==> src/hdl/fetch_pkg.sv <==
// Fetch stage shared types
package fetch_pkg;

   //////////////////////////////
   // Widths
   //////////////////////////////
   typedef logic [15:0] word_t;
   typedef logic [15:0] addr_t;
   typedef logic [2:0]  reg_idx_t;
   typedef logic [4:0]  opcode_t;

   // Control flow class of a fetched opcode
   typedef enum logic [1:0] {seq, jump, branch, halt} flow_class_e;

   // Fetch-to-decode pipe register content
   typedef struct packed {
      word_t instr;
      addr_t incr_pc;
   } issue_s;

   // Source registers read by an instruction
   typedef struct packed {
      reg_idx_t rs;
      reg_idx_t rt;
      logic     rs_valid;
      logic     rt_valid;
   } src_s;

   // Bubble word, opcode 00001
   localparam word_t NOP_WORD = 16'h0800;
   localparam addr_t PC_STEP  = 16'd2;

   //////////////////////////////
   // Decode helpers
   //////////////////////////////
   // Opcode sits in the top five bits
   function automatic opcode_t opcode_of(word_t w);
      return w[15:11];
   endfunction

   function automatic flow_class_e classify(opcode_t op);
      if (op == 5'b00000) return halt;
      if (op[4:2] == 3'b001) return jump;
      if (op[4:2] == 3'b011) return branch;
      return seq;
   endfunction

   function automatic src_s sources_of(word_t w);
      src_s s;
      s.rs = w[10:8];
      s.rt = w[7:5];
      // No rs for 000 group and for immediate jumps (001, bit 11 low)
      s.rs_valid = (w[15:13] != 3'b000) && !((w[15:13] == 3'b001) && !w[11]);
      // Register-register ALU, compare and branch-on-reg forms read rt
      s.rt_valid = (w[15:12] == 4'b1101) || (w[15:13] == 3'b111);
      return s;
   endfunction

endpackage

==> src/hdl/pc_unit.sv <==
// Program counter
`timescale 1ns/1ps

module pc_unit (
   input  logic             clk,
   input  logic             rst,
   input  logic             hold,
   input  logic             redirect,
   input  fetch_pkg::addr_t redirect_pc,
   output fetch_pkg::addr_t pc,
   output fetch_pkg::addr_t next_seq
);

   fetch_pkg::addr_t pc_q;
   fetch_pkg::addr_t pc_d;

   //////////////////////////////
   // Next address
   //////////////////////////////
   // Sequential successor, also goes down the pipe as incr_pc
   assign next_seq = pc_q + fetch_pkg::PC_STEP;

   // Redirect from execute wins over any stall
   always_comb begin
      if (redirect) begin
         pc_d = redirect_pc;
      end else if (hold) begin
         pc_d = pc_q;
      end else begin
         pc_d = next_seq;
      end
   end

   //////////////////////////////
   // PC register
   //////////////////////////////
   always_ff @(posedge clk) begin
      if (rst) begin
         pc_q <= '0;
      end else begin
         pc_q <= pc_d;
      end
   end

   // Straight to the memory address
   assign pc = pc_q;

endmodule

==> config.mk <==
export PLATFORM = sky130hd
export DESIGN_NAME = pc_unit
export DESIGN_NICKNAME = d
export VERILOG_FILES = /design/src/hdl/fetch_pkg.sv /design/src/hdl/pc_unit.sv
export SDC_FILE = /design/constraint.sdc
export NUM_CORES = 1
export LEC_CHECK = 0
export ABC_AREA = 1
export BUFFER_PORTS_ARGS = -buffer_cell sky130_fd_sc_hd__clkbuf_2
export CAP_MARGIN = 0
export CORE_MARGIN = 4
export CORE_UTILIZATION = 45
export CTS_CLUSTER_SIZE = 24
export DETAILED_ROUTE_END_ITERATION = 16
export GPL_TIMING_DRIVEN = 0
export PLACE_DENSITY = 0.86
export RECOVER_POWER = 50
export SETUP_SLACK_MARGIN = 0.02
export SLEW_MARGIN = 20
export SYNTH_ARGS = -nofsm -noshare
export SYNTH_HDL_FRONTEND = slang
export SYNTH_SLANG_ARGS = --single-unit
export TNS_END_PERCENT = 10
==> constraint.sdc <==
create_clock -name clk -period 1.6 [get_ports clk]
set_input_delay 0.32 -clock clk [delete_from_list [all_inputs] [get_ports clk]]
set_output_delay 0.32 -clock clk [all_outputs]
set_load 0.05 [all_outputs]
---- Word level (Yosys, flattened, before mapping) ----
Cells that the tools add are included.
operators by class
  add/sub/neg operators ................... 1
  eq/ne operators ......................... 1
  muxes and demuxes ....................... 2
operator list
  operator               number
  $mux 16                2
  $add 16x2->16 const B  1
  $ne 2x1->1 const B     1
storage, ports and cells
  flip-flop bits (word level) ............. 16
  input port bits ......................... 20

---- Longest topological paths before layout ----
  word-level depth ........................ 3
  gate-level depth with buffers ........... 8
  mapped depth without buffers ............ 8

---- Least setup slack after synthesis ----
OpenSTA, ideal clock, no wires.
  path type ............................... register to output
  start point ............................. reg pc_q[1] (netlist: pc[1])
  end point ............................... out next_seq[9]
  arrival ................................. 2.108 ns
  setup slack ............................. -0.828 ns
  required time ........................... 1.280 ns
  stages on the path, launching flop included .. 6
  path through ............................ dfxtp_1 -> ha_1 -> nand3_2 -> inv_1 -> nand2_1 -> xor2_1
on the way
  longest elaborated chain between the ends .. 1
RTL lines
  item                    RTL line       RTL
  from (decl)             pc_unit.sv:14  fetch_pkg::addr_t pc_q;
  from (signal assigned)  pc_unit.sv:41  pc_q <= pc_d;
  $add 16x2->16           pc_unit.sv:21  assign next_seq = pc_q + fetch_pkg::PC_STEP;
  to (decl)               pc_unit.sv:11  output fetch_pkg::addr_t next_seq
No other way between the ends.

---- Worst setup path in the final report ----
  start point ............................. reg pc_q[1] (netlist: pc[1])
  end point ............................... out next_seq[11]
Same word-level chain as after synthesis.

==> flow_metrics.env <==
export IMPL_worst_slew_pin_slew_ns=0.507
export IMPL_io_pins=52
export IMPL_coreArea_mm2=0.00223
export IMPL_cp_start_kind="register"
export IMPL_dp_hpwl_mm=2.38
export IMPL_cts_tree="done"
export IMPL_cts_hold_buf=0
export IMPL_place_congestion=0.850
export IMPL_pre_cts_ws_ns=-0.133
export IMPL_ys_warn_count=0
export IMPL_synth_fa_ha_area_frac=0.0118
export IMPL_ys_seq_area_frac=0.303
export IMPL_synth_top_area_frac=0.303
export IMPL_multi_input_area_um2=800
export IMPL_syn_avg_cell_area_um2=6.38
export IMPL_drt_iter0_markers=59
export IMPL_synthMuxAreaShare=0
export IMPL_fmax_mhz=528
export IMPL_num_vias=1263
export IMPL_syn_inst=166
export IMPL_clock_skew_final_ns=0.00772
export IMPL_violations="negative setup slack"
export IMPL_hold_viol=0
export IMPL_wl_mm=3.38
export IMPL_cp_arrival_ns=1.57
export IMPL_syn_to_final_growth_pct=71.0
export IMPL_rsz0062_at_grt="yes"
export IMPL_synth_cell_area_mm2=0.00106
export IMPL_antenna_found_initial=0
export IMPL_clk_latency_ns=0.29
export IMPL_die_area_mm2=0.00319
export IMPL_ir_worst_vdd_uv=582
export IMPL_clock_sinks=16
export IMPL_hold_slack_ns=0.253
export IMPL_synth_top_family_by_area="simple AND/OR/NAND/NOR gates"
export IMPL_vias_per_cell=4.93
export IMPL_largest_reg_flops=16
export IMPL_row_count=17
export IMPL_setup_violations=12
export IMPL_drc=0
export IMPL_end_kind="output port"
export IMPL_hp_class="in2reg"
export IMPL_postRouteAntennaNets=0
export IMPL_die_width_um=56.5
export IMPL_seqCellArea_um2=354
export IMPL_drive_gt1_frac=0.500
export IMPL_post_route_period_util=1.18
export IMPL_wire_per_inst_um=13.2
export IMPL_required_ns=1.28
export IMPL_yosys_area_share_simple=0.338
export IMPL_synth_distinct_cells=24
export IMPL_grt_pass1_vias=1255
export IMPL_initial_core_util=0.474
export IMPL_fin_nets=250
export IMPL_n_fill_cell=148
export IMPL_synth_compound_area_share=0.157
export IMPL_root_buffer="clkbuf_4"
export IMPL_status="finished with violations"
export IMPL_cellPowerDensity_mw_per_mm2=658
export IMPL_h_tree_depth=1
export IMPL_cts_buffers=3
export IMPL_clkTransAtPathRegs_ns=0.10
export IMPL_cap_violations=0
export IMPL_path_class="reg2out"
export IMPL_clockBufferDepth=2
export IMPL_synth_area_top_cells="dfxtp_1 30%, nand2_1 19%, inv_1 9.2%"
export IMPL_synth_seq_cells=16
export IMPL_portBuffers=49
export IMPL_grt_pass1_wl_mm=5.40
export IMPL_synth_nets=187
export IMPL_min_period_ns=1.89
export IMPL_grt_max_degree=11
export IMPL_gr_total_overflow=0
export IMPL_power_leakage_uw=0.000844
export IMPL_crit_fanout=4
export IMPL_gr_usage_all_layers=0.212
export IMPL_antenna_cells=0
export IMPL_drt_pass1_iterations=4
export IMPL_die_h_um=56.5
export IMPL_synth_top_area_cell="dfxtp_1"
export IMPL_report_final_slew_viol_count=0
export IMPL_synth_xor_area_frac=0.0579
export IMPL_fin_ws_ns=-0.293
export IMPL_max_slew_margin=0.662
path summary, 6_finish.rpt:
path | startpoint | to | slack (ns) | depth (start not counted)
setup / recovery | pc[1]$_SDFFE_PP0N_ | next_seq[11] | -0.29 | 7
hold / removal | redirect_pc[0] | pc[0]$_SDFFE_PP0P_ | 0.25 | 3
setup reg to reg | pc[1]$_SDFFE_PP0N_ | pc[15]$_SDFFE_PP0N_ | 0.23 | 7
hold reg to reg | pc[0]$_SDFFE_PP0P_ | pc[0]$_SDFFE_PP0P_ | 0.49 | 2
cell families (layout without fill, tap and decap cells):
| kind of cell | count (synthesis) | in the layout |
|---|---|---|
| simple gates | 81 | 81 |
| buf+inv | 33 | 95 |
| compound gates | 28 | 28 |
| flops | 16 | 16 |
| xor+xnor | 7 | 7 |
| fa+ha+maj | 1 | 1 |
metal layers:
metal  wire [µm]  GRT usage  up-vias
met5           0          0        -
met4          10     0.0339        0
met3         139     0.0529        2
met2        1860      0.391       34
met1        1380      0.247      588
li1            -          -      639
Yosys cell counts:
| cell type | n |
|---|---|
| inv_1 | 26 |
| nor2_2 | 4 |
| a31o_2 | 2 |
| nor2_1 | 6 |
| a22o_1 | 2 |
| clkbuf_1 | 2 |
| buf_6 | 1 |
| o21ai_2 | 2 |
| nand3_1 | 7 |
| ha_1 | 1 |
| xnor2_1 | 2 |
| and2_1 | 3 |
| a31oi_1 | 3 |
| a21oi_1 | 11 |
| nand4_1 | 5 |
| inv_2 | 1 |
| xor2_1 | 5 |
| o21ai_0 | 8 |
| nand3_2 | 2 |
| or2_1 | 1 |
| buf_2 | 1 |
| nand2_1 | 53 |
| dfxtp_1 | 16 |
| buf_4 | 2 |
stage by stage:
stage          setup TNS (ns)  area [µm²]  power [µW]  cells  utilization
5_1_grt                 -2.95        1810        1240    256        0.811
6_report                -2.07        1810        1190    256        0.811
3_5_place_dp           -0.418        1500         853    243        0.673
4_1_cts                 -2.41        1730        1170    252        0.774
3_3_place_gp           -0.351        1500         849    243        0.673
2_1_floorplan          -0.177        1220         763    166            -
worst max-delay path, cell delays in order (launching register included):
cell and delay (ns):
dfxtp_4 0.39, ha_4 0.15, nand3_4 0.11, inv_4 0.10, nand2_4 0.07, o21ai_2 0.13, and2_4 0.17, clkbuf_16 0.15
timing repair:
action	4_1_cts	5_1_grt
pin swaps	9	4
buffers inserted	5	4
resized for setup	36	17
endpoints found under the setup margin	13	13
cells in the final DEF, fill, tap and decap left out:
cell type  synthesis  routed
dfxtp_1           16       3
nand4_1            5       5
dfxtp_2            0       6
a22o_1             2       2
clkbuf_1           2       2
xnor2_2            0       2
nand3_4            0       2
ha_4               0       1
inv_4              0       1
clkbuf_8           0       2
inv_1             26      24
a31o_2             2       2
nand2_1           53      44
buf_8              0       7
xor2_4             0       4
xor2_2             0       1
nand2_4            0       3
nand2_2            0       6
o21ai_2            2       2
and2_4             0       2
a31oi_1            3       3
dfxtp_4            0       7
clkbuf_2           0      36
clkbuf_16          0       2
and2_2             0       1
nor2_4             0       5
o21ai_0            8       8
or2_1              1       1
buf_6              1       2
clkbuf_4           0       4
nand3_2            2       1
buf_2              1       1
buf_4              2      12
inv_2              1       2
nand3_1            7       6
a21oi_1           11      11
nor2_1             6       5
cell type report:
cell class                      count  share of cell area
Multi-Input combinational cell    117               0.442
Tap cell                           28              0.0194
Sequential cell                    16               0.196
Inverter                           27              0.0574
Buffer                              6              0.0214
Clock buffer                        4              0.0200
Timing Repair Buffer               58               0.245
power breakdown:
part	total (µW)	internal, µW	switching (µW)
Combinational	456	159	298
Sequential	457	421	36.4
Clock	277	139	138
Note: power is estimated with default switching activity, not from simulation.
