==> config.mk <==
export PLATFORM = sky130hd
export DESIGN_NAME = raw_detector
export DESIGN_NICKNAME = d
export VERILOG_FILES = /design/src/hdl/fetch_pkg.sv /design/src/hdl/raw_detector.sv
export SDC_FILE = /design/constraint.sdc
export NUM_CORES = 1
export LEC_CHECK = 0
export BUFFER_PORTS_ARGS = -buffer_cell sky130_fd_sc_hd__buf_2
export CAP_MARGIN = 20
export CORE_AREA = 10 10 47 49
export CTS_CLUSTER_SIZE = 20
export DETAILED_ROUTE_END_ITERATION = 10
export DIE_AREA = 0 0 57 59
export GPL_ROUTABILITY_DRIVEN = 0
export PLACE_DENSITY = 0.74
export SETUP_SLACK_MARGIN = 0.15
export SLEW_MARGIN = 40
export SYNTH_ARGS = -nofsm -noshare
export SYNTH_HDL_FRONTEND = slang
export SYNTH_SLANG_ARGS = --single-unit
==> constraint.sdc <==
create_clock -name clk -period 1.44 [get_ports clk]
set_input_delay 0.072 -clock clk [delete_from_list [all_inputs] [get_ports clk]]
set_output_delay 0.072 -clock clk [all_outputs]
set_load 0.02 [all_outputs]
==> src/hdl/fetch_pkg.sv <==
// Fetch stage shared types
package fetch_pkg;

   //////////////////////////////
   // Widths
   //////////////////////////////
   typedef logic [15:0] word_t;
   typedef logic [15:0] addr_t;
   typedef logic [2:0]  reg_idx_t;
   typedef logic [4:0]  opcode_t;

   // Control flow class of a fetched opcode
   typedef enum logic [1:0] {seq, jump, branch, halt} flow_class_e;

   // Fetch-to-decode pipe register content
   typedef struct packed {
      word_t instr;
      addr_t incr_pc;
   } issue_s;

   // Source registers read by an instruction
   typedef struct packed {
      reg_idx_t rs;
      reg_idx_t rt;
      logic     rs_valid;
      logic     rt_valid;
   } src_s;

   // Bubble word, opcode 00001
   localparam word_t NOP_WORD = 16'h0800;
   localparam addr_t PC_STEP  = 16'd2;

   //////////////////////////////
   // Decode helpers
   //////////////////////////////
   // Opcode sits in the top five bits
   function automatic opcode_t opcode_of(word_t w);
      return w[15:11];
   endfunction

   function automatic flow_class_e classify(opcode_t op);
      if (op == 5'b00000) return halt;
      if (op[4:2] == 3'b001) return jump;
      if (op[4:2] == 3'b011) return branch;
      return seq;
   endfunction

   function automatic src_s sources_of(word_t w);
      src_s s;
      s.rs = w[10:8];
      s.rt = w[7:5];
      // No rs for 000 group and for immediate jumps (001, bit 11 low)
      s.rs_valid = (w[15:13] != 3'b000) && !((w[15:13] == 3'b001) && !w[11]);
      // Register-register ALU, compare and branch-on-reg forms read rt
      s.rt_valid = (w[15:12] == 4'b1101) || (w[15:13] == 3'b111);
      return s;
   endfunction

endpackage

==> src/hdl/raw_detector.sv <==
// Read-after-write hazard detector
`timescale 1ns/1ps

module raw_detector #(
   parameter int RAW_WINDOW = 3
) (
   input  logic                clk,
   input  logic                rst,
   input  fetch_pkg::src_s     src,
   input  fetch_pkg::reg_idx_t dst,
   input  logic                dst_valid,
   output logic                raw
);

   // One remembered destination report
   typedef struct packed {
      fetch_pkg::reg_idx_t idx;
      logic                vld;
   } dst_entry_s;

   dst_entry_s                  live;
   dst_entry_s [RAW_WINDOW-1:0] hist;

   assign live.idx = dst;
   assign live.vld = dst_valid;

   //////////////////////////////
   // Destination window
   //////////////////////////////
   // Entry 0 is the most recent past cycle
   always_ff @(posedge clk) begin
      if (rst) begin
         for (int i = 0; i < RAW_WINDOW; i++) begin
            hist[i] <= '0;
         end
      end else begin
         hist[0] <= live;
         for (int i = 1; i < RAW_WINDOW; i++) begin
            hist[i] <= hist[i-1];
         end
      end
   end

   //////////////////////////////
   // Source compare
   //////////////////////////////
   // Either valid source hitting a valid entry
   function automatic logic hits(dst_entry_s e, fetch_pkg::src_s s);
      logic rs_hit;
      logic rt_hit;
      rs_hit = s.rs_valid && (s.rs == e.idx);
      rt_hit = s.rt_valid && (s.rt == e.idx);
      return e.vld && (rs_hit || rt_hit);
   endfunction

   // Current report counts too, its writer is still in flight
   always_comb begin
      raw = hits(live, src);
      for (int i = 0; i < RAW_WINDOW; i++) begin
         raw = raw | hits(hist[i], src);
      end
   end

endmodule

### Yosys cells after proc, flatten, opt, wreduce, memory -nomap -nowiden

Cells that the tools add are included.

| word-level totals | value |
|---|---|
| flip-flop bits (word level) | 12 |
| logic and storage cells | 33 |

| cells by class | value |
|---|---|
| equal/unequal tests | 8 |
| bitwise logic cells | 3 |
| reductions and logical operators | 16 |

Operator list:

| kind | count |
|---|---|
| == test 3 bit | 8 |
| logical AND 1 bit | 12 |
| logical OR 1 bit | 4 |
| bitwise OR 1 bit | 3 |

### Logic depth before layout (Yosys ltp)

| depth | value |
|---|---|
| depth after elaboration | 7 |
| depth in mapped cells | 4 |
| depth with buffers taken out | 4 |

### Least setup slack after synthesis

Ideal clock, no wire load.

| timing path | value |
|---|---|
| kind | reg2out |
| start point | register hist[3] (netlist name) |
| end point | output raw |
| setup slack | 0.379 ns |
| stages on the path, launching flop included | 5 |
| arrival time | 0.989 ns |
| data required time | 1.368 ns |
| cells stage by stage | dfxtp_1 xor2_1 nor4_1 o21ai_1 nand4_1 |

| on the way | value |
|---|---|
| longest elaborated chain between the ends | 7 |
| elaborated cells between the ends (all ways) | 9 |
| classes of those cells | eq/ne: 2; bitwise: 3; reduce/logical: 4 |

Ends and longest elaborated chain:

| item | line | source |
|---|---|---|
| from (decl) | raw_detector.sv:22 | `dst_entry_s [RAW_WINDOW-1:0] hist;` |
| from (signal, indexed assignment) | raw_detector.sv:39 | `hist[i] <= hist[i-1];` |
| == test 3 bit, on equally long branches | raw_detector.sv:51, raw_detector.sv:52 |  |
| logical AND 1 bit, on equally long branches | raw_detector.sv:51, raw_detector.sv:52 |  |
| logical OR 1 bit (*) | raw_detector.sv:53 | `return e.vld && (rs_hit \|\| rt_hit);` |
| logical AND 1 bit (*) | raw_detector.sv:53 |  |
| bitwise OR 1 bit (*) (3 in a row) | raw_detector.sv:60 | `raw = raw \| hits(hist[i], src);` |
| to (decl) | raw_detector.sv:12 | `output logic raw` |

Every way passes the cells marked *; elsewhere a longest branch is shown, timed or not.

### Worst setup path after layout

| timing path | value |
|---|---|
| start point | register hist[6] (netlist name) |
| end point | output raw |

| on the way | value |
|---|---|
| longest elaborated chain between the ends | 6 |
| elaborated cells between the ends (all ways) | 8 |
| classes of those cells | eq/ne: 2; bitwise: 2; reduce/logical: 4 |

Ends and longest elaborated chain:

| item | line |
|---|---|
| == test 3 bit, on equally long branches | raw_detector.sv:51, raw_detector.sv:52 |
| logical AND 1 bit, on equally long branches | raw_detector.sv:51, raw_detector.sv:52 |
| logical OR 1 bit (*) | raw_detector.sv:53 |
| logical AND 1 bit (*) | raw_detector.sv:53 |
| bitwise OR 1 bit (*) (2 in a row) | raw_detector.sv:60 |

Marks and branches as above.

==> summary by stage <==
Detailed routing
The routed wire length is 1250 um. The number of routed nets with antenna violations is 0. The detailed-route via count is 469. The DRC violation count after routing is 0. After the first detailed-routing iteration, the DRC count stood at 1.

The first detailed-routing pass took 2 iterations. After detailed routing, the number of vias per cell comes to 4.89. In the final routed layout, each cell accounts on average for 13.0 um.

Synth
The most numerous cell in the Yosys netlist is sky130_fd_sc_hd__xor2_1. After technology mapping, the gate count stands at 64. After Yosys synthesis, XOR and XNOR cells account for 34.3% of the synthesized area.

The portion of synthesized area spent on multiplexers is 0%. The number of nets in the synthesized netlist is 78. Counting flops with an async set or reset pin after synthesis yields a share of 0%. The synthesized design contains 0 enable-type register cells. The synthesized design contains 12 register bits. The combinational family with the most area after synthesis is XOR/XNOR gates. The netlist uses 9 different library cells. Counting instances in the post-synthesis netlist gives the leading cell types as 24 x sky130_fd_sc_hd__xor2_1, 12 x sky130_fd_sc_hd__dfxtp_1, 12 x sky130_fd_sc_hd__nor2b_1.

The synthesized netlist devotes 21.4% of its cell area to simple gates. Yosys attributes the largest share of cell area to sky130_fd_sc_hd__dfxtp_1 39%, sky130_fd_sc_hd__xor2_1 34%, sky130_fd_sc_hd__nor2b_1 12%. The post-synthesis adder-cell area fraction is 0%.

The cell area that synthesis handed to floorplanning was 613 sq um. Summed over all instances, the cell type with the most area after synthesis is sky130_fd_sc_hd__dfxtp_1. The most used flip-flop cell after synthesis is sky130_fd_sc_hd__dfxtp_1.

The complex-gate fraction of the synthesized area is 3.27%. The count of synthesis-stage warnings from yosys is 0. The per-instance average area after synthesis is 9.58 sq um.

The sequential element share of the synthesized area is 39.2%. The top cell type by area accounts for 39.2% of the synthesized area.

Floorplan
The horizontal die dimension is 57 um. The site row count is 14. The die height is 59 um. The core area is 0.00140 sq mm. For this configuration, the core starts out at a cell density of 43.7%.

The number of top-level design ports is 15. The floorplan step defined a die boundary enclosing 0.00336 sq mm.

STA
The final hold violation count is 0. The final cycle utilization of the critical path is 100%. Hold is met by 0.0262 ns. Setup repair after global routing could not meet its margin everywhere. Setup violations remaining at the end of the flow were counted as 1. The max-slew violation count is 0. The clock arrives with 0.000116 ns of skew. The final critical path time including I/O delays and setup is 1.44 ns.

The headroom to the max-slew limit is 80.7%. The worst-case setup margin in the final layout is -0.00111 ns. Derived from the worst setup path, the maximum achievable clock frequency is 0.694 GHz. For the pin with the worst max-slew slack, the measured transition is 0.287 ns.

Clock network
CTS built an H-tree with a depth of 1. The clock net in this run drives a total of 12 sinks. The root cell of the clock tree is sky130_fd_sc_hd__clkbuf_4.

Clock-pin slew was measured on the worst setup and hold paths at 0.07 ns. The cts-stage hold buffer count is 0. Buffers inserted during clock tree synthesis total 3. The clock latency on the worst-skew pair is 0.26 ns.

The CTS tree is done. No sink is reached through more buffers than the 2 on the longest clock path.

Global route
Entering global routing, the biggest net connects 13 pins. The combined global-route utilization of all metal layers is 8.03%. The first global-routing pass estimated 2140 um of wire. The via count of the first global-routing pass is 533. Global routing finished with a remaining overflow of 0. The initial antenna violation count was 0.

Setup path
The worst setup path is launched from a flip-flop. The data required time of the worst path is 1.37 ns. The critical path goes through xor2_1 > nor4_1 > o21ai_0 > nand4_1 > buf_6. The cell with the largest stage delay on the worst path is sky130_fd_sc_hd__dfxtp_1. The worst setup path is captured at an output pin. In this design, the stage delay of the slowest critical-path cell is 0.33 ns. STA puts the critical path data arrival time at 1.37 ns.

Counting both buffers and inverters, the worst setup path holds a total of 1. By startpoint and endpoint, the worst setup path is classified as flip-flop to output pin. The kind of cell with the highest combined delay along the critical path is simple AND/OR/NAND/NOR gates.

Of all nets on the critical path, the largest fanout is 3.

Outcome
The checks that failed: negative setup slack. The flow ran to the end, but the final reports show violations.

Finish
The synthesis-to-layout area growth is 21.2%. The largest registers in the layout are hist: 12 flops. The register with the most flip-flops in the layout has 12 of them.

Ranked by flip-flop count, first place goes to hist. The net count of the finished layout is 96. The antenna diode count is 0. Of the cells placed in the final design, the portion with a size suffix greater than 1 is 26.3%.

Place
The HPWL reported at the end of detailed placement is 1030 um. The port buffer count is 14. Timing analysis after detailed placement gives a worst setup slack of 0.238 ns.

Power
Dividing total power by cell area gives a power density of 896 mW/mm^2. Summed over all cells, the static leakage comes to 0.339 nW. The worst-case IR drop observed on VDD is 651 uV.

Job
The number of maximum-capacitance constraint violations is 0.

Worst hold path
The class of the tightest hold or removal check is input port to flip-flop.
-- metrics by stage --
step                      setup TNS (ns)  power, W  instance area [sq um]  instances  util, %
after floorplan                        0  0.000425                    613         64        -
after global placement                 0  0.000469                    699         93     49.9
after detailed placement               0  0.000473                    699         93     49.9
after CTS                        -0.0217  0.000670                    727         96     51.9
after global routing              -0.102  0.000694                    743         96     53.0
final                           -0.00111  0.000666                    743         96     53.0
-- cells by family after synthesis --
family          Yosys count
buf+inv                   3
compound gates            4
simple gates             21
flops                    12
xor+xnor                 24
-- cell usage in the layout (no fill, tap or decap) --
| cell type | netlist | final |
|---|---|---|
| sky130_fd_sc_hd__xor2_1 | 24 | 24 |
| sky130_fd_sc_hd__buf_2 | 0 | 13 |
| sky130_fd_sc_hd__nor2b_1 | 12 | 12 |
| sky130_fd_sc_hd__dfxtp_1 | 12 | 10 |
| sky130_fd_sc_hd__nor4_1 | 8 | 6 |
| sky130_fd_sc_hd__clkbuf_4 | 0 | 3 |
| sky130_fd_sc_hd__inv_1 | 2 | 2 |
| sky130_fd_sc_hd__o21ai_0 | 3 | 2 |
| sky130_fd_sc_hd__nor4_2 | 0 | 2 |
| sky130_fd_sc_hd__o21ai_1 | 1 | 2 |
| sky130_fd_sc_hd__dfxtp_2 | 0 | 2 |
| sky130_fd_sc_hd__nand4_1 | 1 | 1 |
| sky130_fd_sc_hd__buf_6 | 0 | 1 |
-- cell type report --
type	count	area [sq um]
sequential	12	243
multi-input combinational	49	374
clock buffer	3	22.5
timing repair buffer	14	76.3
fill	139	658
tap	16	20.0
inverter	2	7.51
-- what timing repair did --
item | in CTS | in global routing
buffers inserted | 0 | 0
setup endpoints to repair | 1 | 1
gates resized for setup | 4 | 3
pin swaps | 2 | 3
-- path summary, 6_finish.rpt --
path         slack, ns      end  depth (start not counted)       from
max             -0.001      raw                          5    hist[6]
min               0.03  hist[0]                          2  dst_valid
max reg2reg       0.86  hist[9]                          1    hist[5]
min reg2reg       0.46  hist[8]                          1    hist[4]
-- layer usage --
metal  up-vias  part of all wire, %  track usage (%)
met5         -                    0                0
met4         0                 0.96             6.04
met3         2                  5.3             2.58
met2        13                   45             12.4
met1       209                   49             9.00
li1        245                    -                -
-- report_power, final --
group          switching [W]  leakage (nW)  internal, W
Clock              0.0000965        0.0138    0.0000966
Combinational      0.0000615         0.226    0.0000551
Sequential         0.0000104        0.0995     0.000346
Power figures use the tool's default switching activity.
