`config.mk`:
```
export PLATFORM = sky130hd
export DESIGN_NAME = issue_ctrl
export DESIGN_NICKNAME = d
export VERILOG_FILES = /design/src/hdl/fetch_pkg.sv /design/src/hdl/issue_ctrl.sv
export SDC_FILE = /design/constraint.sdc
export NUM_CORES = 1
export LEC_CHECK = 0
export BUFFER_PORTS_ARGS = -buffer_cell sky130_fd_sc_hd__buf_4
export CORE_UTILIZATION = 30
export CTS_CLUSTER_SIZE = 14
export DETAILED_ROUTE_END_ITERATION = 16
export PLACE_DENSITY = 0.74
export SLEW_MARGIN = 20
export SYNTH_ARGS = -nofsm -noshare
export SYNTH_HDL_FRONTEND = slang
export SYNTH_SLANG_ARGS = --single-unit
```
`constraint.sdc`:
```
create_clock -name clk -period 1.1 [get_ports clk]
set_input_delay 0.22 -clock clk [delete_from_list [all_inputs] [get_ports clk]]
set_output_delay 0.22 -clock clk [all_outputs]
set_load 0.02 [all_outputs]
```
`src/hdl/fetch_pkg.sv`:
```
// Fetch stage shared types
package fetch_pkg;

   //////////////////////////////
   // Widths
   //////////////////////////////
   typedef logic [15:0] word_t;
   typedef logic [15:0] addr_t;
   typedef logic [2:0]  reg_idx_t;
   typedef logic [4:0]  opcode_t;

   // Control flow class of a fetched opcode
   typedef enum logic [1:0] {seq, jump, branch, halt} flow_class_e;

   // Fetch-to-decode pipe register content
   typedef struct packed {
      word_t instr;
      addr_t incr_pc;
   } issue_s;

   // Source registers read by an instruction
   typedef struct packed {
      reg_idx_t rs;
      reg_idx_t rt;
      logic     rs_valid;
      logic     rt_valid;
   } src_s;

   // Bubble word, opcode 00001
   localparam word_t NOP_WORD = 16'h0800;
   localparam addr_t PC_STEP  = 16'd2;

   //////////////////////////////
   // Decode helpers
   //////////////////////////////
   // Opcode sits in the top five bits
   function automatic opcode_t opcode_of(word_t w);
      return w[15:11];
   endfunction

   function automatic flow_class_e classify(opcode_t op);
      if (op == 5'b00000) return halt;
      if (op[4:2] == 3'b001) return jump;
      if (op[4:2] == 3'b011) return branch;
      return seq;
   endfunction

   function automatic src_s sources_of(word_t w);
      src_s s;
      s.rs = w[10:8];
      s.rt = w[7:5];
      // No rs for 000 group and for immediate jumps (001, bit 11 low)
      s.rs_valid = (w[15:13] != 3'b000) && !((w[15:13] == 3'b001) && !w[11]);
      // Register-register ALU, compare and branch-on-reg forms read rt
      s.rt_valid = (w[15:12] == 4'b1101) || (w[15:13] == 3'b111);
      return s;
   endfunction

endpackage

```
`src/hdl/issue_ctrl.sv`:
```
// Issue controller and decode pipe register
`timescale 1ns/1ps

module issue_ctrl (
   input  logic              clk,
   input  logic              rst,
   input  fetch_pkg::word_t  word,
   input  fetch_pkg::addr_t  next_seq,
   input  logic              raw,
   input  logic              jump_shadow,
   input  logic              branch_shadow,
   input  logic              halted,
   output logic              hold,
   output logic              issued,
   output fetch_pkg::issue_s issue
);

   logic              stall;
   fetch_pkg::issue_s issue_d;

   //////////////////////////////
   // Stall decision
   //////////////////////////////
   // Any hazard, an open shadow, or a halt already out
   assign stall = raw | jump_shadow | branch_shadow | halted;

   // PC waits on the same condition
   assign hold = stall;

   // Word leaves fetch this cycle
   assign issued = ~stall;

   //////////////////////////////
   // Pipe register
   //////////////////////////////
   // Bubble in place of the word when stalled
   always_comb begin
      issue_d.instr   = issued ? word : fetch_pkg::NOP_WORD;
      issue_d.incr_pc = next_seq;
   end

   always_ff @(posedge clk) begin
      if (rst) begin
         issue <= '0;
      end else begin
         issue <= issue_d;
      end
   end

endmodule

```
### After elaboration in Yosys (flattened, before gate mapping)

Cells that the tools add are included.
Widths: inputs -> output; s select.

* memories: 0
* input port bits: 38
* latch bits: 0
* word-level logic and storage cells: 9
* register bits after elaboration: 32
* bits in writable memories: 0
* output and inout bits: 34
* memory bits (read-only): 0

* shifts and indexed selects: 0
* multiplexer cells: 1
* add/subtract/negate cells: 0
* multipliers: 0
* divide/modulo/power cells: 0
* reductions and logical operators: 1
* magnitude comparators: 0
* bitwise logic cells: 4
* equal/unequal tests: 0

Operators with widths (count)
* $mux 12: 1
* $or 1x1->1: 3
* $reduce_or 2->1: 1
* $not 1->1: 1

### Depth between registers and ports, before layout

Gate-level depths: netlist (run 1).

* word-level depth: 4
* mapped depth: 4
* depth with buffers taken out: 2

### Worst setup path before layout (run 1)

No wires, ideal clock.

* path type: input port to output port
* from: input halted
* to: output hold
* slack: -0.601 ns
* arrival time: 1.481 ns
* path buffers: 1
* stages: 3
* required time: 0.880 ns
* cell sequence: clkbuf_1 > nor4_1 > inv_1

* cells in the longest elaborated chain, start to end: 1

Ends and longest elaborated chain
* start: declaration: RTL line issue_ctrl.sv:12 `input logic halted,`
* $or 1x1->1: RTL line issue_ctrl.sv:25 `assign stall = raw | jump_shadow | branch_shadow | halted;`
* end: declaration: RTL line issue_ctrl.sv:13 `output logic hold,`

Every way passes these cells.

### Final worst setup path (run 1)

* from: input raw
* to: output hold

* cells in the longest elaborated chain, start to end: 3

Ends and longest elaborated chain
* start: declaration: RTL line issue_ctrl.sv:9 `input logic raw,`
* $or 1x1->1 (3 in a row): RTL line issue_ctrl.sv:25

Every way passes these cells.

==> flow_metrics.env, run 1 <==
export IMPL_status="complete, no violations"
export IMPL_synth_common_cells="dfxtp_1, nor2b_1, nor4b_2"
export IMPL_required_ns=0.88
export IMPL_grt_pass1_wl_mm=3.325
export IMPL_start_util_pct=32.60
export IMPL_drv_cap=0
export IMPL_largest_register_ffs=32
export IMPL_final_cell_count_no_fill=195
export IMPL_synth_edf_count=0
export IMPL_ys_ff_latch=32
export IMPL_power_frac_comb_pct=14.2
export IMPL_setup_tns_ns=0
export IMPL_fin_crit_ns=1.056
export IMPL_drive_above_1_share_pct=62.25
export IMPL_hold_path_class="in2reg"
export IMPL_cts_made_buffers=5
export IMPL_root_buffer="clkbuf_4"
export IMPL_dp_cells=189
export IMPL_holdPathEnd="issue[15]"
export IMPL_path_clk_slew_ns=0.10
export IMPL_ant_nets=0
export IMPL_cts_hold_fix_buffers=0
export IMPL_max_freq_mhz=947.4
export IMPL_rows=20
export IMPL_synth_most_common_cell="dfxtp_1"
export IMPL_synth_flop_cell="dfxtp_1"
export IMPL_cts_max_level=2
export IMPL_top_register="issue"
export IMPL_relSlewSlack_pct=74.58
export IMPL_p_int_uw=1674
export IMPL_totalWireLength_mm=2.263
export IMPL_switchingPower_uw=516.1
export IMPL_hold_depth=2
export IMPL_cts_tree="built"
export IMPL_syn_to_final_growth_pct=64.17
export IMPL_syn_cell_area_um2=1020
export IMPL_worstMarginPinSlew_ns=0.3813
export IMPL_irDropWorstVdd_mv=0.6765
export IMPL_slew_viol_final=0
export IMPL_layout_nets=188
export IMPL_n_fill_cell=279
export IMPL_pwr_share_seq_pct=55.1
export IMPL_cp_end_kind="output pin"
export IMPL_netlist_area_leader_share_pct=62.82
export IMPL_ys_seq_area_share_pct=62.82
export IMPL_grt_pass1_vias=772
export IMPL_die_area_um2=3636
export IMPL_globalRouteOverflowTotal=0
export IMPL_io_buffers=71
export IMPL_worstPathArrival_ns=0.84
export IMPL_min_from="next_seq[15]"
export IMPL_crit_path_start_kind="input port"
export IMPL_clockBufferDepth=2
export IMPL_ios=72
export IMPL_dr_pass1_iters=4
export IMPL_setup_viol=0
export IMPL_min_period_over_period_pct=95.96
export IMPL_rsz0062_at_grt="yes"
export IMPL_routedWlPerCell_um=11.61
export IMPL_die_h_um=60.30
export IMPL_cts_sinks=32
export IMPL_grt_max_degree=33
export IMPL_criticalPathCategory="in2out"
export IMPL_yosysWarnings=0
export IMPL_grtUsageTotal_pct=12.98
export IMPL_diodes=0
export IMPL_core_area_um2=3128
export IMPL_async_flop_share_pct=0
export IMPL_synth_cells=75
export IMPL_viasPerCell=4.169
export IMPL_p_leak_uw=0.0007549
export IMPL_crit_fanout=3
export IMPL_drc=0
export IMPL_die_x_um=60.30
export IMPL_postLayoutCoreUtil_pct=53.52
export IMPL_top_regs="issue (32)"
export IMPL_finalHoldViolations=0
export IMPL_synth_area_top_cells="dfxtp_1, nor4b_2, nor2b_1"
export IMPL_antenna_found_initial=0
export IMPL_synth_cell_type_count=14
export IMPL_switching_share_pct=23.57
export IMPL_yosysTopAreaCell="dfxtp_1"
export IMPL_drtIter0Drc=12
export IMPL_vias=813
export IMPL_clockPowerShare_pct=30.7
export IMPL_post_synth_cell_area_avg_um2=13.60
export IMPL_hold_worst_slack_ns=0.1064
export IMPL_synth_fp_nets=113
export IMPL_power_density_nw_per_um2=1308
export IMPL_place_congestion=0.6293
area by class of cell:
| cell class | instances | area, um2 | share of cell area [%] |
|---|---|---|---|
| flip-flops and latches | 32 | 640.6 | 38.27 |
| repair buffers | 75 | 574.3 | 34.30 |
| multi-input cells | 34 | 335.3 | 20.03 |
| well taps | 44 | 55.05 | 3.288 |
| clock buffers | 6 | 51.30 | 3.064 |
| clock inverters | 2 | 10.01 | 0.5979 |
| inverters | 2 | 7.507 | 0.4484 |
timing repair:
item                                    4_1_cts  5_1_grt
pin swaps                                     1        1
endpoints found under the setup margin        2        2
buffers inserted                              0        0
gates resized for setup                       1        2
gates cloned                                  0        0
worst max path at each step:
stage             startpoint        end  slack [ns]  cells after the start
6_report                 raw       hold        0.04                      4
5_1_grt                  raw       hold      -0.004                      4
4_1_cts          jump_shadow       hold        0.01                      4
3_5_place_dp   branch_shadow  issue[26]       -0.22                      4
3_3_place_gp   branch_shadow  issue[20]       -0.13                      4
2_1_floorplan  branch_shadow  issue[16]       -0.07                      4
cell families (layout without fill, tap and decap cells):
logic type             Yosys count  count (layout)  share of synthesized area, %
and+or+nand+nor                 33              33                         30.92
AOI/OAI and AO/OA                1               1                        0.4903
DFF                             32              32                         62.82
buffers and inverters            9              85                         5.767
stage by stage:
stage | area (um2) | setup WS (ns) | total power (uW)
after global placement | 1617 | -0.1348 | 1541
after detailed placement | 1617 | -0.2216 | 1550
final | 1674 | 0.04443 | 2190
after global routing | 1674 | -0.004335 | 2303
after floorplan | 1035 | -0.06573 | 1373
after CTS | 1667 | 0.01244 | 2224
power by group through the flow:
stage	registers [uW]	clock network (uW)	logic [uW]
2_1_floorplan	1280	0	89.1
3_3_place_gp	1230	0	308
3_5_place_dp	1230	0	316
4_1_cts	1210	705	312
5_1_grt	1210	759	333
6_report	1210	673	310
layout by cell type, fill, tap and decap left out:
cell       n
a21oi_1    1
buf_4     72
buf_6      3
clkbuf_4   5
clkbuf_8   1
clkinv_2   2
dfxtp_1   32
inv_1      2
nor2b_1   16
nor4_4     1
nor4b_1    5
nor4b_2    9
nor4b_4    1
or3_1      1
metal layers:
layer / GRT usage, % / share of wire [%] / up-vias
met1: 12.81 / 37 / 373
li1: - / - / 401
met3: 6.926 / 9.9 / 2
met4: 5.980 / 0.57 / 0
met2: 22.29 / 53 / 37
met5: 0 / 0 / -
worst max-delay path, cell delays in order:
cell and delay [ns]:
buf_6 0.10, nor4_4 0.30, inv_1 0.08, buf_6 0.14
(Power assumes the default switching activity.)
==> run 2, diff against run 1 <==
- GPL_TIMING_DRIVEN: default -> 0
==> flow_metrics.env, run 2 (synthesis results as in run 1) <==
export IMPL_dr_pass1_iters=3
export IMPL_cts_max_level=2
export IMPL_critPathCapture="hold"
export IMPL_cts_made_buffers=5
export IMPL_required_ns=0.88
export IMPL_dp_hpwl_mm=1.698
export IMPL_p_leak_uw=0.0007714
export IMPL_worstPathArrival_ns=0.84
export IMPL_pwr_share_seq_pct=48.4
export IMPL_place_congestion=0.6808
export IMPL_crit_fanout=3
export IMPL_drc=0
export IMPL_min_period_over_period_pct=96.27
export IMPL_largest_register_ffs=32
export IMPL_irDropWorstVdd_mv=0.6143
export IMPL_globalRouteOverflowTotal=0
export IMPL_post_cts_buffers=0
export IMPL_drv_cap=0
export IMPL_root_buffer="clkbuf_4"
export IMPL_layout_commonest_cell="buf_4"
export IMPL_fin_crit_ns=1.059
export IMPL_start_util_pct=32.60
export IMPL_syn_to_final_growth_pct=68.59
export IMPL_cts_sinks=32
export IMPL_grt_pass1_vias=727
export IMPL_crit_start="jump_shadow"
export IMPL_crit_path_start_kind="input port"
export IMPL_vias=809
export IMPL_hold_path_class="in2reg"
export IMPL_rows=20
export IMPL_ant_nets=0
export IMPL_final_cell_mix="buf_4, dfxtp_1, nor2b_1"
export IMPL_routedWlPerCell_um=10.86
export IMPL_die_h_um=60.30
export IMPL_clockPowerShare_pct=39.1
export IMPL_path_clk_slew_ns=0.09
export IMPL_io_buffers=70
export IMPL_finalHoldViolations=0
export IMPL_core_area_um2=3128
export IMPL_switching_share_pct=20.75
export IMPL_top_regs="issue (32)"
export IMPL_clockBufferDepth=2
export IMPL_p_int_uw=1975
export IMPL_criticalPathCategory="in2out"
export IMPL_top_register="issue"
export IMPL_power_density_nw_per_um2=1450
export IMPL_cts_tree="built"
export IMPL_worstMarginPinSlew_ns=0.6736
export IMPL_diodes=0
export IMPL_die_area_um2=3636
export IMPL_slew_viol_final=0
export IMPL_cp_end_kind="output pin"
export IMPL_power_frac_comb_pct=12.5
export IMPL_postLayoutCoreUtil_pct=54.96
export IMPL_setup_viol=0
export IMPL_rsz0062_at_grt="no"
export IMPL_viasPerCell=4.107
export IMPL_switchingPower_uw=517.0
export IMPL_max_freq_mhz=944.3
export IMPL_grt_max_degree=11
export IMPL_antenna_found_initial=0
export IMPL_drive_above_1_share_pct=60.78
export IMPL_totalWireLength_mm=2.140
export IMPL_drtIter0Drc=15
export IMPL_grtUsageTotal_pct=12.43
export IMPL_status="complete, no violations"
export IMPL_hold_worst_slack_ns=0.07249
export IMPL_cts_hold_fix_buffers=0
export IMPL_ios=72
export IMPL_die_x_um=60.30
export IMPL_layout_nets=190
export IMPL_grt_pass1_wl_mm=3.091
export IMPL_relSlewSlack_pct=55.09
[run 2: changes by cell type in the layout (fill, tap and decap cells not counted), sizes merged]
cell	delta
clkbuf	+3
clkinv	-2
bufinv	+1
[run 2: timing repair]
action / in CTS / in global routing
resized for setup: 0 / 4
hold endpoints to repair: 0 / 0
endpoints found under the setup margin: 0 / 1
[run 2: stage by stage]
stage | setup slack [ns] | TNS [ns] | instance area, um2 | total power, uW | cells
after floorplan | -0.06573 | -0.6164 | 1035 | 1373 | 75
after global placement | -0.2217 | -2.590 | 1615 | 1542 | 189
after detailed placement | -0.2504 | -3.024 | 1615 | 1548 | 189
after CTS | 0.005576 | 0 | 1710 | 2529 | 197
after global routing | 0.002730 | 0 | 1719 | 2618 | 197
final | 0.04102 | 0 | 1719 | 2492 | 197
[run 2: worst min-delay path by stage]
stage                     startpoint  cells after the start         to  slack, ns
after floorplan                  rst                      1   issue[0]       0.29
after CTS                        rst                      2  issue[15]       0.05
after detailed placement         rst                      2  issue[15]       0.42
final                            rst                      2   issue[0]       0.07
after global placement           rst                      2  issue[15]       0.42
after global routing             rst                      2   issue[0]       0.04
[run 2: final cells by class]
| class | count | area (um2) |
|---|---|---|
| multi-input combinational | 34 | 335.3 |
| tap | 44 | 55.05 |
| clock buffer | 7 | 65.06 |
| fill | 278 | 1409 |
| inverter | 2 | 7.507 |
| timing repair buffer | 70 | 533.0 |
| clock inverter | 1 | 30.03 |
| sequential | 32 | 640.6 |
| buffer | 7 | 52.55 |
[run 2: power by group through the flow]
stage	sequential, uW	clock (uW)	combinational, uW
floorplan	1280	0	89.1
global placement	1230	0	308
detailed placement	1230	0	314
CTS	1210	1010	314
global route	1210	1070	334
finish	1210	973	313
[run 2: layer usage]
layer  wire, um  GRT usage [%]  vias to the layer above  share of wire [%]
met5          0              0                        -                  0
met4         21          6.977                        0               0.98
met3        251          8.225                        5                 12
met2       1107          20.41                       42                 52
met1        758          11.61                      357                 35
li1           -              -                      405                  -
[run 2: worst max-delay path, cell delays in order]
cell,delay (ns)
buf_4,0.12
nor4_4,0.28
inv_1,0.08
buf_6,0.13
