==> src/hdl/fetch_pkg.sv <==
// Fetch stage shared types
package fetch_pkg;

   //////////////////////////////
   // Widths
   //////////////////////////////
   typedef logic [15:0] word_t;
   typedef logic [15:0] addr_t;
   typedef logic [2:0]  reg_idx_t;
   typedef logic [4:0]  opcode_t;

   // Control flow class of a fetched opcode
   typedef enum logic [1:0] {seq, jump, branch, halt} flow_class_e;

   // Fetch-to-decode pipe register content
   typedef struct packed {
      word_t instr;
      addr_t incr_pc;
   } issue_s;

   // Source registers read by an instruction
   typedef struct packed {
      reg_idx_t rs;
      reg_idx_t rt;
      logic     rs_valid;
      logic     rt_valid;
   } src_s;

   // Bubble word, opcode 00001
   localparam word_t NOP_WORD = 16'h0800;
   localparam addr_t PC_STEP  = 16'd2;

   //////////////////////////////
   // Decode helpers
   //////////////////////////////
   // Opcode sits in the top five bits
   function automatic opcode_t opcode_of(word_t w);
      return w[15:11];
   endfunction

   function automatic flow_class_e classify(opcode_t op);
      if (op == 5'b00000) return halt;
      if (op[4:2] == 3'b001) return jump;
      if (op[4:2] == 3'b011) return branch;
      return seq;
   endfunction

   function automatic src_s sources_of(word_t w);
      src_s s;
      s.rs = w[10:8];
      s.rt = w[7:5];
      // No rs for 000 group and for immediate jumps (001, bit 11 low)
      s.rs_valid = (w[15:13] != 3'b000) && !((w[15:13] == 3'b001) && !w[11]);
      // Register-register ALU, compare and branch-on-reg forms read rt
      s.rt_valid = (w[15:12] == 4'b1101) || (w[15:13] == 3'b111);
      return s;
   endfunction

endpackage

==> src/hdl/flow_sequencer.sv <==
// Control flow sequencer
`timescale 1ns/1ps

module flow_sequencer #(
   parameter int JUMP_SHADOW   = 3,
   parameter int BRANCH_SHADOW = 2,
   parameter int DUMP_DELAY    = 5
) (
   input  logic               clk,
   input  logic               rst,
   input  fetch_pkg::opcode_t opcode,
   input  logic               issued,
   output logic               jump_shadow,
   output logic               branch_shadow,
   output logic               halted,
   output logic               dump
);

   localparam int JW = $clog2(JUMP_SHADOW + 1);
   localparam int BW = $clog2(BRANCH_SHADOW + 1);
   localparam int DW = $clog2(DUMP_DELAY + 1);

   typedef enum logic [1:0] {run, draining, dumped} halt_state_e;

   fetch_pkg::flow_class_e cls;
   logic [JW-1:0]          jump_cnt;
   logic [BW-1:0]          branch_cnt;
   logic [DW-1:0]          dump_cnt;
   halt_state_e            state;

   // Class of the word under the PC
   assign cls = fetch_pkg::classify(opcode);

   //////////////////////////////
   // Shadow counters
   //////////////////////////////
   // Loaded only when the word really goes out, so a stalled
   // jump or branch starts nothing yet
   always_ff @(posedge clk) begin
      if (rst) begin
         jump_cnt   <= '0;
         branch_cnt <= '0;
      end else begin
         if (issued && (cls == fetch_pkg::jump)) begin
            jump_cnt <= JW'(JUMP_SHADOW);
         end else if (jump_cnt != '0) begin
            jump_cnt <= jump_cnt - 1'b1;
         end
         if (issued && (cls == fetch_pkg::branch)) begin
            branch_cnt <= BW'(BRANCH_SHADOW);
         end else if (branch_cnt != '0) begin
            branch_cnt <= branch_cnt - 1'b1;
         end
      end
   end

   assign jump_shadow   = (jump_cnt != '0);
   assign branch_shadow = (branch_cnt != '0);

   //////////////////////////////
   // Halt and dump
   //////////////////////////////
   // Delay loaded one short, the state change adds the last cycle
   always_ff @(posedge clk) begin
      if (rst) begin
         state    <= run;
         dump_cnt <= '0;
      end else begin
         case (state)
            run: begin
               if (issued && (cls == fetch_pkg::halt)) begin
                  state    <= draining;
                  dump_cnt <= DW'(DUMP_DELAY - 1);
               end
            end
            draining: begin
               if (dump_cnt == '0) begin
                  state <= dumped;
               end else begin
                  dump_cnt <= dump_cnt - 1'b1;
               end
            end
            // Sticky until reset
            default: state <= dumped;
         endcase
      end
   end

   assign halted = (state != run);
   assign dump   = (state == dumped);

endmodule

==> config.mk <==
export PLATFORM = sky130hd
export DESIGN_NAME = flow_sequencer
export DESIGN_NICKNAME = d
export VERILOG_FILES = /design/src/hdl/fetch_pkg.sv /design/src/hdl/flow_sequencer.sv
export SDC_FILE = /design/constraint.sdc
export NUM_CORES = 1
export LEC_CHECK = 0
export BUFFER_PORTS_ARGS = -buffer_cell sky130_fd_sc_hd__buf_4
export CAP_MARGIN = 20
export CORE_AREA = 2 2 39 41
export CTS_CLUSTER_SIZE = 14
export DETAILED_ROUTE_END_ITERATION = 6
export DIE_AREA = 0 0 41 43
export PLACE_DENSITY = 0.7
export SETUP_SLACK_MARGIN = 0.4
export SYNTH_ARGS = -nofsm -noshare
export SYNTH_HDL_FRONTEND = slang
export SYNTH_SLANG_ARGS = --single-unit
==> constraint.sdc <==
create_clock -name clk -period 1.9 [get_ports clk]
set_clock_uncertainty 0.05 [all_clocks]
set_input_delay 0.285 -clock clk [delete_from_list [all_inputs] [get_ports clk]]
set_output_delay 0.285 -clock clk [all_outputs]
set_load 0.05 [all_outputs]
Yosys cells after proc, flatten, opt, wreduce, memory -nomap -nowiden

Cells that the tools add are included.

Bits in registers: 9
Input bits: 8
Output and inout bits: 4
Logic and storage cells: 55

Add/subtract/negate cells: 3
Equal/unequal tests: 10
Muxes and demuxes: 22
Reduce and logical (&&, ||, !) cells: 15

Operators with widths:

| cell                                              | number |
|---|---|
| 2-to-1 mux 2 bit                                  | 12 |
| nonzero test 2 bit                                | 6 |
| == test 2 bit (second input constant)             | 3 |
| 2-to-1 mux 1 bit                                  | 6 |
| 2-to-1 mux 3 bit                                  | 2 |
| inequality test 2 bit (second input constant)     | 3 |
| case mux 3 bit (2 select lines)                   | 1 |
| zero test 5 bit                                   | 1 |
| == test 2 x 1 -> 1 bit (second input constant)    | 2 |
| case mux 2 bit (2 select lines)                   | 1 |
| subtractor 2 x 1 -> 2 bit (second input constant) | 2 |
| == test 3 x 1 -> 1 bit (second input constant)    | 1 |
| == test 3 x 2 -> 1 bit (second input constant)    | 1 |
| logical AND 1 bit                                 | 3 |
| zero test 3 bit                                   | 1 |
| AND reduction 3 bit                               | 1 |
| subtractor 3 x 1 -> 3 bit (second input constant) | 1 |
| zero test 2 bit                                   | 1 |
| AND reduction 2 bit                               | 1 |
| OR reduction 2 bit                                | 1 |

Depth between registers and ports, before layout

Gate-level depths: netlist (run 1).

Word-level depth: 12
Mapped depth: 5

Worst setup path before layout (run 1)

No wires, ideal clock.

Path type: reg2reg
Start point: reg jump_cnt[0]
End point: reg jump_cnt[1]
Library setup time: 70 ps
Data arrival time: 1,398 ps
Setup slack: 382 ps
Cell stages (with the launch flop): 6
Buffers on the path: 0
Period minus slack after synthesis: 1,518 ps
Cells stage by stage: dfxtp_1 > inv_1 > ha_1 > inv_1 > mux2_2 > a21oi_1

Elaborated cells on any way between the ends: 5

RTL lines:

| what                         | line                 | RTL |
|---|---|---|
| start: declaration           | flow_sequencer.sv:26 | `logic [JW-1:0] jump_cnt;` |
| start signal: assignment     | flow_sequencer.sv:45 | `jump_cnt <= JW'(JUMP_SHADOW);` |
| start signal: assignment     | flow_sequencer.sv:47 | `jump_cnt <= jump_cnt - 1'b1;` |
| nonzero test 2 bit           | --                   |  |
| net jump_shadow              | flow_sequencer.sv:13 | `output logic jump_shadow,` |
| nonzero test 2 bit (no line) | --                   |  |

The timed path passes the listed nets, and every way through them passes these cells. The select of a mux whose other input is x is not followed.
A chain may end at the register's enable or synchronous reset.

Final worst setup path (run 1)

Start point: reg jump_cnt[0]
End point: out jump_shadow

Word-level cells in the longest chain between the ends: 1

Ends and longest elaborated chain:

| what               | line                 | RTL |
|---|---|---|
| nonzero test 2 bit | flow_sequencer.sv:57 | `assign jump_shadow = (jump_cnt != '0);` |
| end: declaration   | flow_sequencer.sv:13 |  |

Every way passes these cells.

==> impl_metrics.yaml, run 1 <==
outcome:
  outcome: "completed"
worst_hold_path:
  hold_class: "in -> reg"
global_routing:
  globalRouteTotalUtil: 0.122
  antenna_found_initial: 0
  grt_pass1_vias: 350
  grt-ovfl-total: 0
  grt_pass1_wl_um: 1370
  grt_max_degree: 13
route:
  drc: 0
  antenna_left: 0
  vias_per_cell: 4.75
  drt_wl_total_um: 825
  drtIter0Drc: 8
  first_pass_iters: 2
  routedWlPerCell_um: 10.2
  vias: 385
synth:
  yosys_warnings: 0
  synth_area_um2: 492
  syn_nets: 61
  synth_top_cell_area_share: 0.366
  synth_seq_cells: 9
  yosysMostFrequentCell: "dfxtp_1"
  synth_cell_types: 25
  synth.avg_cell_area_um2: 9.83
  synth_top_cells_by_count: "dfxtp_1 (9), nor2_1 (7), inv_1 (6), a21oi_1 (3), ha_1 (3)"
  async_flop_share: 0
  synth_area_leaders: "dfxtp_1 (37%), ha_1 (7.6%), nor2_1 (5.3%)"
  synthCells: 50
  synth_edf_count: 0
  yosys_most_used_dff: "dfxtp_1"
  yosys.area.top_type: "dfxtp_1"
  yosysSeqAreaShare: 0.366
floorplanning:
  rows: 14
  die_y_um: 43
  start_util: 0.355
  die_area_um2: 1760
  num_io_pins: 12
  die_x_um: 41
  fp.coreArea_um2: 1380
final_layout:
  drive_above_1_share: 0.400
  antennaDiodeCount: 0
  syn_to_final_growth_pct: 28.8
  final.fill_count: 139
  finalInstanceArea_um2: 633
  fin_nets: 77
sta:
  hold_viol: 0
  timing.fmax_mhz: 692
  setup_viol: 0
  rsz0062_at_grt: "yes"
  tns_ps: 0
  period_share: 0.760
  relSlewSlack: 0.837
  tightest_slew_ps: 244
  finalMaxSlewViolations: 0
  fin_crit_ps: 1440
placed_design:
  portBuffers: 11
  dp_hpwl_um: 688
  place.gp.congestion: 0.672
  place_area_um2: 594
power_and_ir_drop:
  ir_worst_vdd_mv: 0.350
  power_density_nw_per_um2: 936
  power.leakage_nw: 0.277
cts:
  cts_hold_buffers: 0
  ctsHtreeMaxLevel: 1
  cts_sinks: 9
  cts_tree: "yes"
  insertion_delay_ps: 260
  root_buffer: "clkbuf_4"
  cts_buffer_depth: 2
  clk_pin_slew_worst_paths_ps: 60
  cts_made_buffers: 3
setup_path:
  cp_max_fo: 2
  required_ps: 1560
  crit_path_start_kind: "flip-flop"
  crit_type: "reg -> out"
  cp-end-kind: "primary output"
  crit_arrival_ps: 1110
job:
  drv_cap: 0
-- placed cells by master (no fill, tap or decap), drive strengths merged, types with 2 or more instances in the layout --
| cell type | instances |
|---|---|
| buf | 12 |
| dfxtp | 9 |
| nor2 | 7 |
| inv | 5 |
| clkbuf | 4 |
| a21oi | 3 |
| ha | 3 |
| xor2 | 2 |
| nor3 | 2 |
| nand2b | 2 |
| mux2 | 2 |
-- metrics by stage --
stage	hold slack, ps	util	std cells	total power, mW	setup WS, ps
6_report	218	0.458	81	0.593	455
5_1_grt	213	0.458	81	0.645	367
4_1_cts	211	0.448	80	0.599	400
3_5_place_dp	418	0.429	76	0.448	412
3_3_place_gp	407	0.429	76	0.442	476
2_1_floorplan	395	-	50	0.393	494
-- where the power goes --
group	switching, mW	internal [mW]	leakage [nW]	total [mW]
Clock	0.0663	0.0809	0.0150	0.147
Combinational	0.127	0.0993	0.188	0.227
Sequential	0.00881	0.210	0.0731	0.219
Total	0.203	0.390	0.277	0.593
-- final cells by class --
type	count	area, um^2	share of cell area
Multi-Input combinational cell	34	290	0.458
Sequential cell	9	180	0.285
Clock buffer	4	26.3	0.0415
Tap cell	16	20.0	0.0316
Inverter	6	26.3	0.0415
Timing Repair Buffer	12	90.1	0.142
-- critical path, cell delays in order (launching register included) --
cell	delay [ps]
dfxtp_1	320
inv_1	50
ha_2	200
clkinvlp_4	90
buf_4	190
-- metal layers --
layer	share of wire	global-route usage	up-vias
met4	0.0061	0.0400	0
met3	0.068	0.0942	2
li1	-	-	199
met5	0	0	-
met2	0.50	0.184	8
met1	0.42	0.124	176
-- sequential cells by signal, summed over array words and instances (netlist names) --
signal	count
dump_cnt	3
state	2
jump_cnt	2
branch_cnt	2
-- cells by family (layout without fill, tap and decap cells) --
kind of cell / count (synthesis) / in the layout / synth area share
buffers and inverters: 7 / 22 / 0.0534
AOI/OAI and AO/OA: 6 / 6 / 0.0941
DFF: 9 / 9 / 0.366
xor gates and xnor gates: 2 / 2 / 0.0356
and+or+nand+nor: 20 / 20 / 0.300
adders and majority gates: 3 / 3 / 0.0763
muxes: 3 / 3 / 0.0738
-- repair_timing --
| item | 4_1_cts | 5_1_grt |
|---|---|---|
| buffers inserted | 0 | 1 |
| endpoints found under the setup margin | 0 | 2 |
| gates resized for setup | 0 | 2 |
-- final timing paths --
path	startpoint	endpoint	slack, ps	cells past startpoint
max	jump_cnt[0]	jump_shadow	460	4
min	rst	branch_cnt[1]	220	2
max reg2reg	dump_cnt[0]	dump_cnt[1]	500	5
min reg2reg	branch_cnt[0]	branch_cnt[1]	420	2
No activity file was read; power rests on OpenSTA's default activity.
==> run 2: changes to the inputs <==
clock period = 1.35 ns   (was 1.9 ns; I/O delays follow)
==> run 2 against run 1 <==
Via count is 11% higher. Core utilization is 14 points higher. Sequential share of layout area is 5.2 points lower. Register-to-register slack worse by 450 ps. Clock power is 42% higher. First-iteration DRC count stayed put. Die area stayed put. Cell area is 30% higher. Non-clock buffer count is 10 higher.
==> impl_metrics.yaml, run 2 (synthesis results as in run 1) <==
route:
  vias: 427
  drtIter0Drc: 8
  drt_wl_total_um: 1040
  drc: 0
  antenna_left: 0
  vias_per_cell: 4.69
  first_pass_iters: 4
  routedWlPerCell_um: 11.4
sta:
  tightest_slew_ps: 267
  period_share: 0.974
  tns_ps: 0
  fin_crit_ps: 1310
  rsz0062_at_grt: "yes"
  hold_viol: 0
  timing.fmax_mhz: 761
  relSlewSlack: 0.822
  setup_viol: 0
  finalMaxSlewViolations: 0
placed_design:
  place_area_um2: 669
  dp_hpwl_um: 731
  portBuffers: 11
  place.gp.congestion: 0.687
floorplanning:
  die_x_um: 41
  start_util: 0.355
  num_io_pins: 12
  die_area_um2: 1760
  fp.coreArea_um2: 1380
  die_y_um: 43
  rows: 14
global_routing:
  grt_use_met3: 0.0942
  grt_max_degree: 13
  grt.busiest_layer: "met2"
  grt_pass1_vias: 432
  grt_pass1_wl_um: 1750
  grtUsageMet2: 0.234
  antenna_found_initial: 0
  grt-ovfl-total: 0
  globalRouteTotalUtil: 0.154
  met1_usage: 0.155
final_layout:
  finalInstanceArea_um2: 822
  drive_above_1_share: 0.667
  syn_to_final_growth_pct: 67.2
  final_common_cell: "buf_4"
  antennaDiodeCount: 0
  final_cell_mix: "buf_4 (16), inv_2 (5), nor2_1 (5)"
  largest_reg_flops: 3
  fin_util: 0.594
  largest-register: "dump_cnt"
  fin_nets: 87
setup_path:
  reg2reg_depth: 5
  cp_max_fo: 2
  crit_arrival_ps: 1060
  cp-end-kind: "primary output"
  crit_path_start_kind: "flip-flop"
  slowest_stage: "dfxtp_1"
  slowest_delay_ps: 300
  required_ps: 1100
  crit_chain: "inv_2 -> ha_4 -> clkinvlp_4 -> buf_8"
  crit_type: "reg -> out"
cts:
  cts_made_buffers: 3
  ctsHtreeMaxLevel: 1
  cts_hold_buffers: 0
  root_buffer: "clkbuf_4"
  cts_buffer_depth: 2
  cts_sinks: 9
  clk_pin_slew_worst_paths_ps: 60
  insertion_delay_ps: 260
  cts_tree: "yes"
power_and_ir_drop:
  power_density_nw_per_um2: 1340
  power.leakage_nw: 0.354
  ir_worst_vdd_mv: 0.607
  p_total_mw: 1.10
worst_hold_path:
  hold_depth: 2
  hold_class: "in -> reg"
job:
  drv_cap: 0
outcome:
  outcome: "completed"
run 2: cell types whose count changed in the layout (fill, tap and decap cells not counted), moves of 2 or more:
cell,delta
buf_8,+4
inv_2,+5
dfxtp_1,-5
ha_4,+2
buf_6,+2
inv_1,-5
nor2_4,+2
buf_4,+4
dfxtp_2,+3
nor2_1,-2
dfxtp_4,+2
run 2: report_power, final:
| group | leakage, nW | internal, mW | switching [mW] |
|---|---|---|---|
| registers | 0.0760 | 0.295 | 0.0154 |
| logic | 0.263 | 0.328 | 0.254 |
| clock network | 0.0150 | 0.114 | 0.0948 |
| total | 0.354 | 0.737 | 0.365 |
run 2: what timing repair did:
item                       CTS  global route
setup endpoints to repair   10            11
gates resized for setup     12             6
pin swaps                    2             4
gates cloned                 0             0
setup buffers                7             2
run 2: through the flow:
step                      std cells  setup slack, ps  hold WS, ps
after global routing             91            -13.6          130
after detailed placement         78            -12.5          406
final                            91             35.6          132
after floorplan                  50             24.3          332
after CTS                        89             38.2          123
after global placement           78             21.2          402
run 2: layout make-up:
class	count	area (um^2)
clock buffer	4	26.3
fill	127	562
multi-input combinational	34	355
sequential	9	191
timing repair buffer	22	203
tap	16	20.0
inverter	6	26.3
run 2: metal layers:
metal	share of wire	wire length (um)
met3	0.041	42
met1	0.38	390
met4	0.030	31
met2	0.55	571
met5	0	0
run 2: worst max-delay path: cells and delay by family, from the launching register on:
kind	cells	cell delay, ps
adders and majority gates	1	160
buffers and inverters	3	330
DFF	1	300
run 2: final timing paths:
check / startpoint / endpoint / slack [ps]
min: rst / jump_cnt[1] / 130
max reg2reg: dump_cnt[0] / dump_cnt[1] / 50
max: jump_cnt[1] / jump_shadow / 40
min reg2reg: branch_cnt[1] / branch_cnt[1] / 430
==> run 3: changes to the inputs <==
clock period = 1.5 ns   (was 1.35 ns; I/O delays follow)
==> run 3 against run 2 <==
Worst hold slack gained 31 ps. Non-clock buffer count up 1. Register-to-register slack improved by 150 ps. Die area is the same. Sequential share of layout area fell by 0.30 points. Largest cell class unchanged. Largest power group unchanged.
==> impl_metrics.yaml, run 3 (synthesis results as in run 1) <==
setup_path:
  crit_type: "reg -> out"
  cp-end-kind: "primary output"
  critPathCapture: "jump_shadow"
  cp_max_fo: 2
  crit_start: "jump_cnt[1]"
  required_ps: 1220
  timing.rr.end: "dump_cnt[1]"
  r2r-start: "dump_cnt[0]"
  reg2reg_depth: 5
  crit_arrival_ps: 1040
  crit_path_start_kind: "flip-flop"
  reg2reg_slack_ps: 200
route:
  drc: 0
  first_pass_iters: 2
  drt_wl_total_um: 1080
  vias_per_cell: 4.77
  routedWlPerCell_um: 11.8
  vias: 439
  antenna_left: 0
  drtIter0Drc: 3
final_layout:
  antennaDiodeCount: 0
  final_cell_mix: "buf_4 (17), inv_2 (5), nor2_1 (4), dfxtp_2 (4), buf_6 (4)"
  final_common_cell: "buf_4"
  drive_above_1_share: 0.737
  syn_to_final_growth_pct: 70.5
  final_cells: 92
  largest-register: "dump_cnt"
  largest_reg_flops: 3
  fin_nets: 88
global_routing:
  grt_pass1_vias: 428
  grt_use_met3: 0.0628
  grt.busiest_layer: "met2"
  grtUsageMet2: 0.250
  antenna_found_initial: 0
  grt-ovfl-total: 0
  grt_pass1_wl_um: 1790
  met1_usage: 0.162
  grt_max_degree: 13
  globalRouteTotalUtil: 0.155
sta:
  tns_ps: 0
  finalMaxSlewViolations: 0
  hold_viol: 0
  relSlewSlack: 0.813
  setup_viol: 0
  timing.fmax_mhz: 758
  rsz0062_at_grt: "yes"
  period_share: 0.880
  fin_crit_ps: 1320
  tightest_slew_ps: 278
placed_design:
  place.gp.congestion: 0.742
  portBuffers: 11
  dp_hpwl_um: 691
  placed_cells: 76
cts:
  root_buffer: "clkbuf_4"
  cts_buffer_depth: 2
  insertion_delay_ps: 260
  cts_hold_buffers: 0
  clk_pin_slew_worst_paths_ps: 70
  cts_sinks: 9
  cts_made_buffers: 3
  ctsHtreeMaxLevel: 1
  cts_tree: "yes"
floorplanning:
  start_util: 0.355
  die_x_um: 41
  num_io_pins: 12
  die_area_um2: 1760
  rows: 14
  fp.coreArea_um2: 1380
  die_y_um: 43
power_and_ir_drop:
  power_density_nw_per_um2: 1140
  ir_worst_vdd_mv: 0.746
  power.leakage_nw: 0.366
outcome:
  outcome: "completed"
worst_hold_path:
  hold_path.startpoint: "rst"
  hold_class: "in -> reg"
job:
  drv_cap: 0
run 3: per-stage QoR:
step,hold WS [ps],worst slack (ps),total power [mW],util,cell area (um^2)
global route,159,131,1.02,0.606,838
global placement,407,175,0.638,0.468,648
CTS,146,185,0.943,0.575,796
detailed placement,420,143,0.650,0.468,648
floorplan,355,174,0.572,-,549
finish,163,181,0.959,0.606,838
run 3: critical path: stages, from the launching register on:
cell	delay, ps
dfxtp_1	310
inv_2	70
ha_4	150
clkinvlp_4	100
buf_8	160
run 3: repair_timing:
item,in CTS,in global routing
endpoints found under the setup margin,9,11
pin swaps,4,5
buffers inserted,9,3
gates resized for setup,19,5
hold endpoints to repair,0,0
run 3: area by class of cell:
cell class	instances	area [um^2]
clock buffer	3	22.5
clock inverter	1	5.00
fill	124	546
inverter	6	26.3
multi-input combinational	34	369
sequential	9	193
tap	16	20.0
timing repair buffer	23	203
run 3: power breakdown:
| group | switching, mW | internal [mW] |
|---|---|---|
| Sequential | 0.0155 | 0.266 |
| Clock | 0.0891 | 0.0984 |
| Combinational | 0.223 | 0.267 |
run 3: per-layer routing:
| metal | up-vias | part of all wire | wire [um] |
|---|---|---|---|
| li1 | 221 | - | - |
| met1 | 209 | 0.39 | 427 |
| met2 | 7 | 0.57 | 616 |
| met3 | 2 | 0.029 | 31 |
| met4 | 0 | 0.0074 | 8 |
| met5 | - | 0 | 0 |
run 3: how the worst min path moves through the flow:
stage / to / slack (ps) / cells after the start
floorplan: branch_cnt[1] / 350 / 2
global placement: branch_cnt[1] / 410 / 2
detailed placement: branch_cnt[1] / 420 / 2
CTS: state[0] / 150 / 2
global route: jump_cnt[1] / 160 / 2
finish: state[0] / 160 / 2
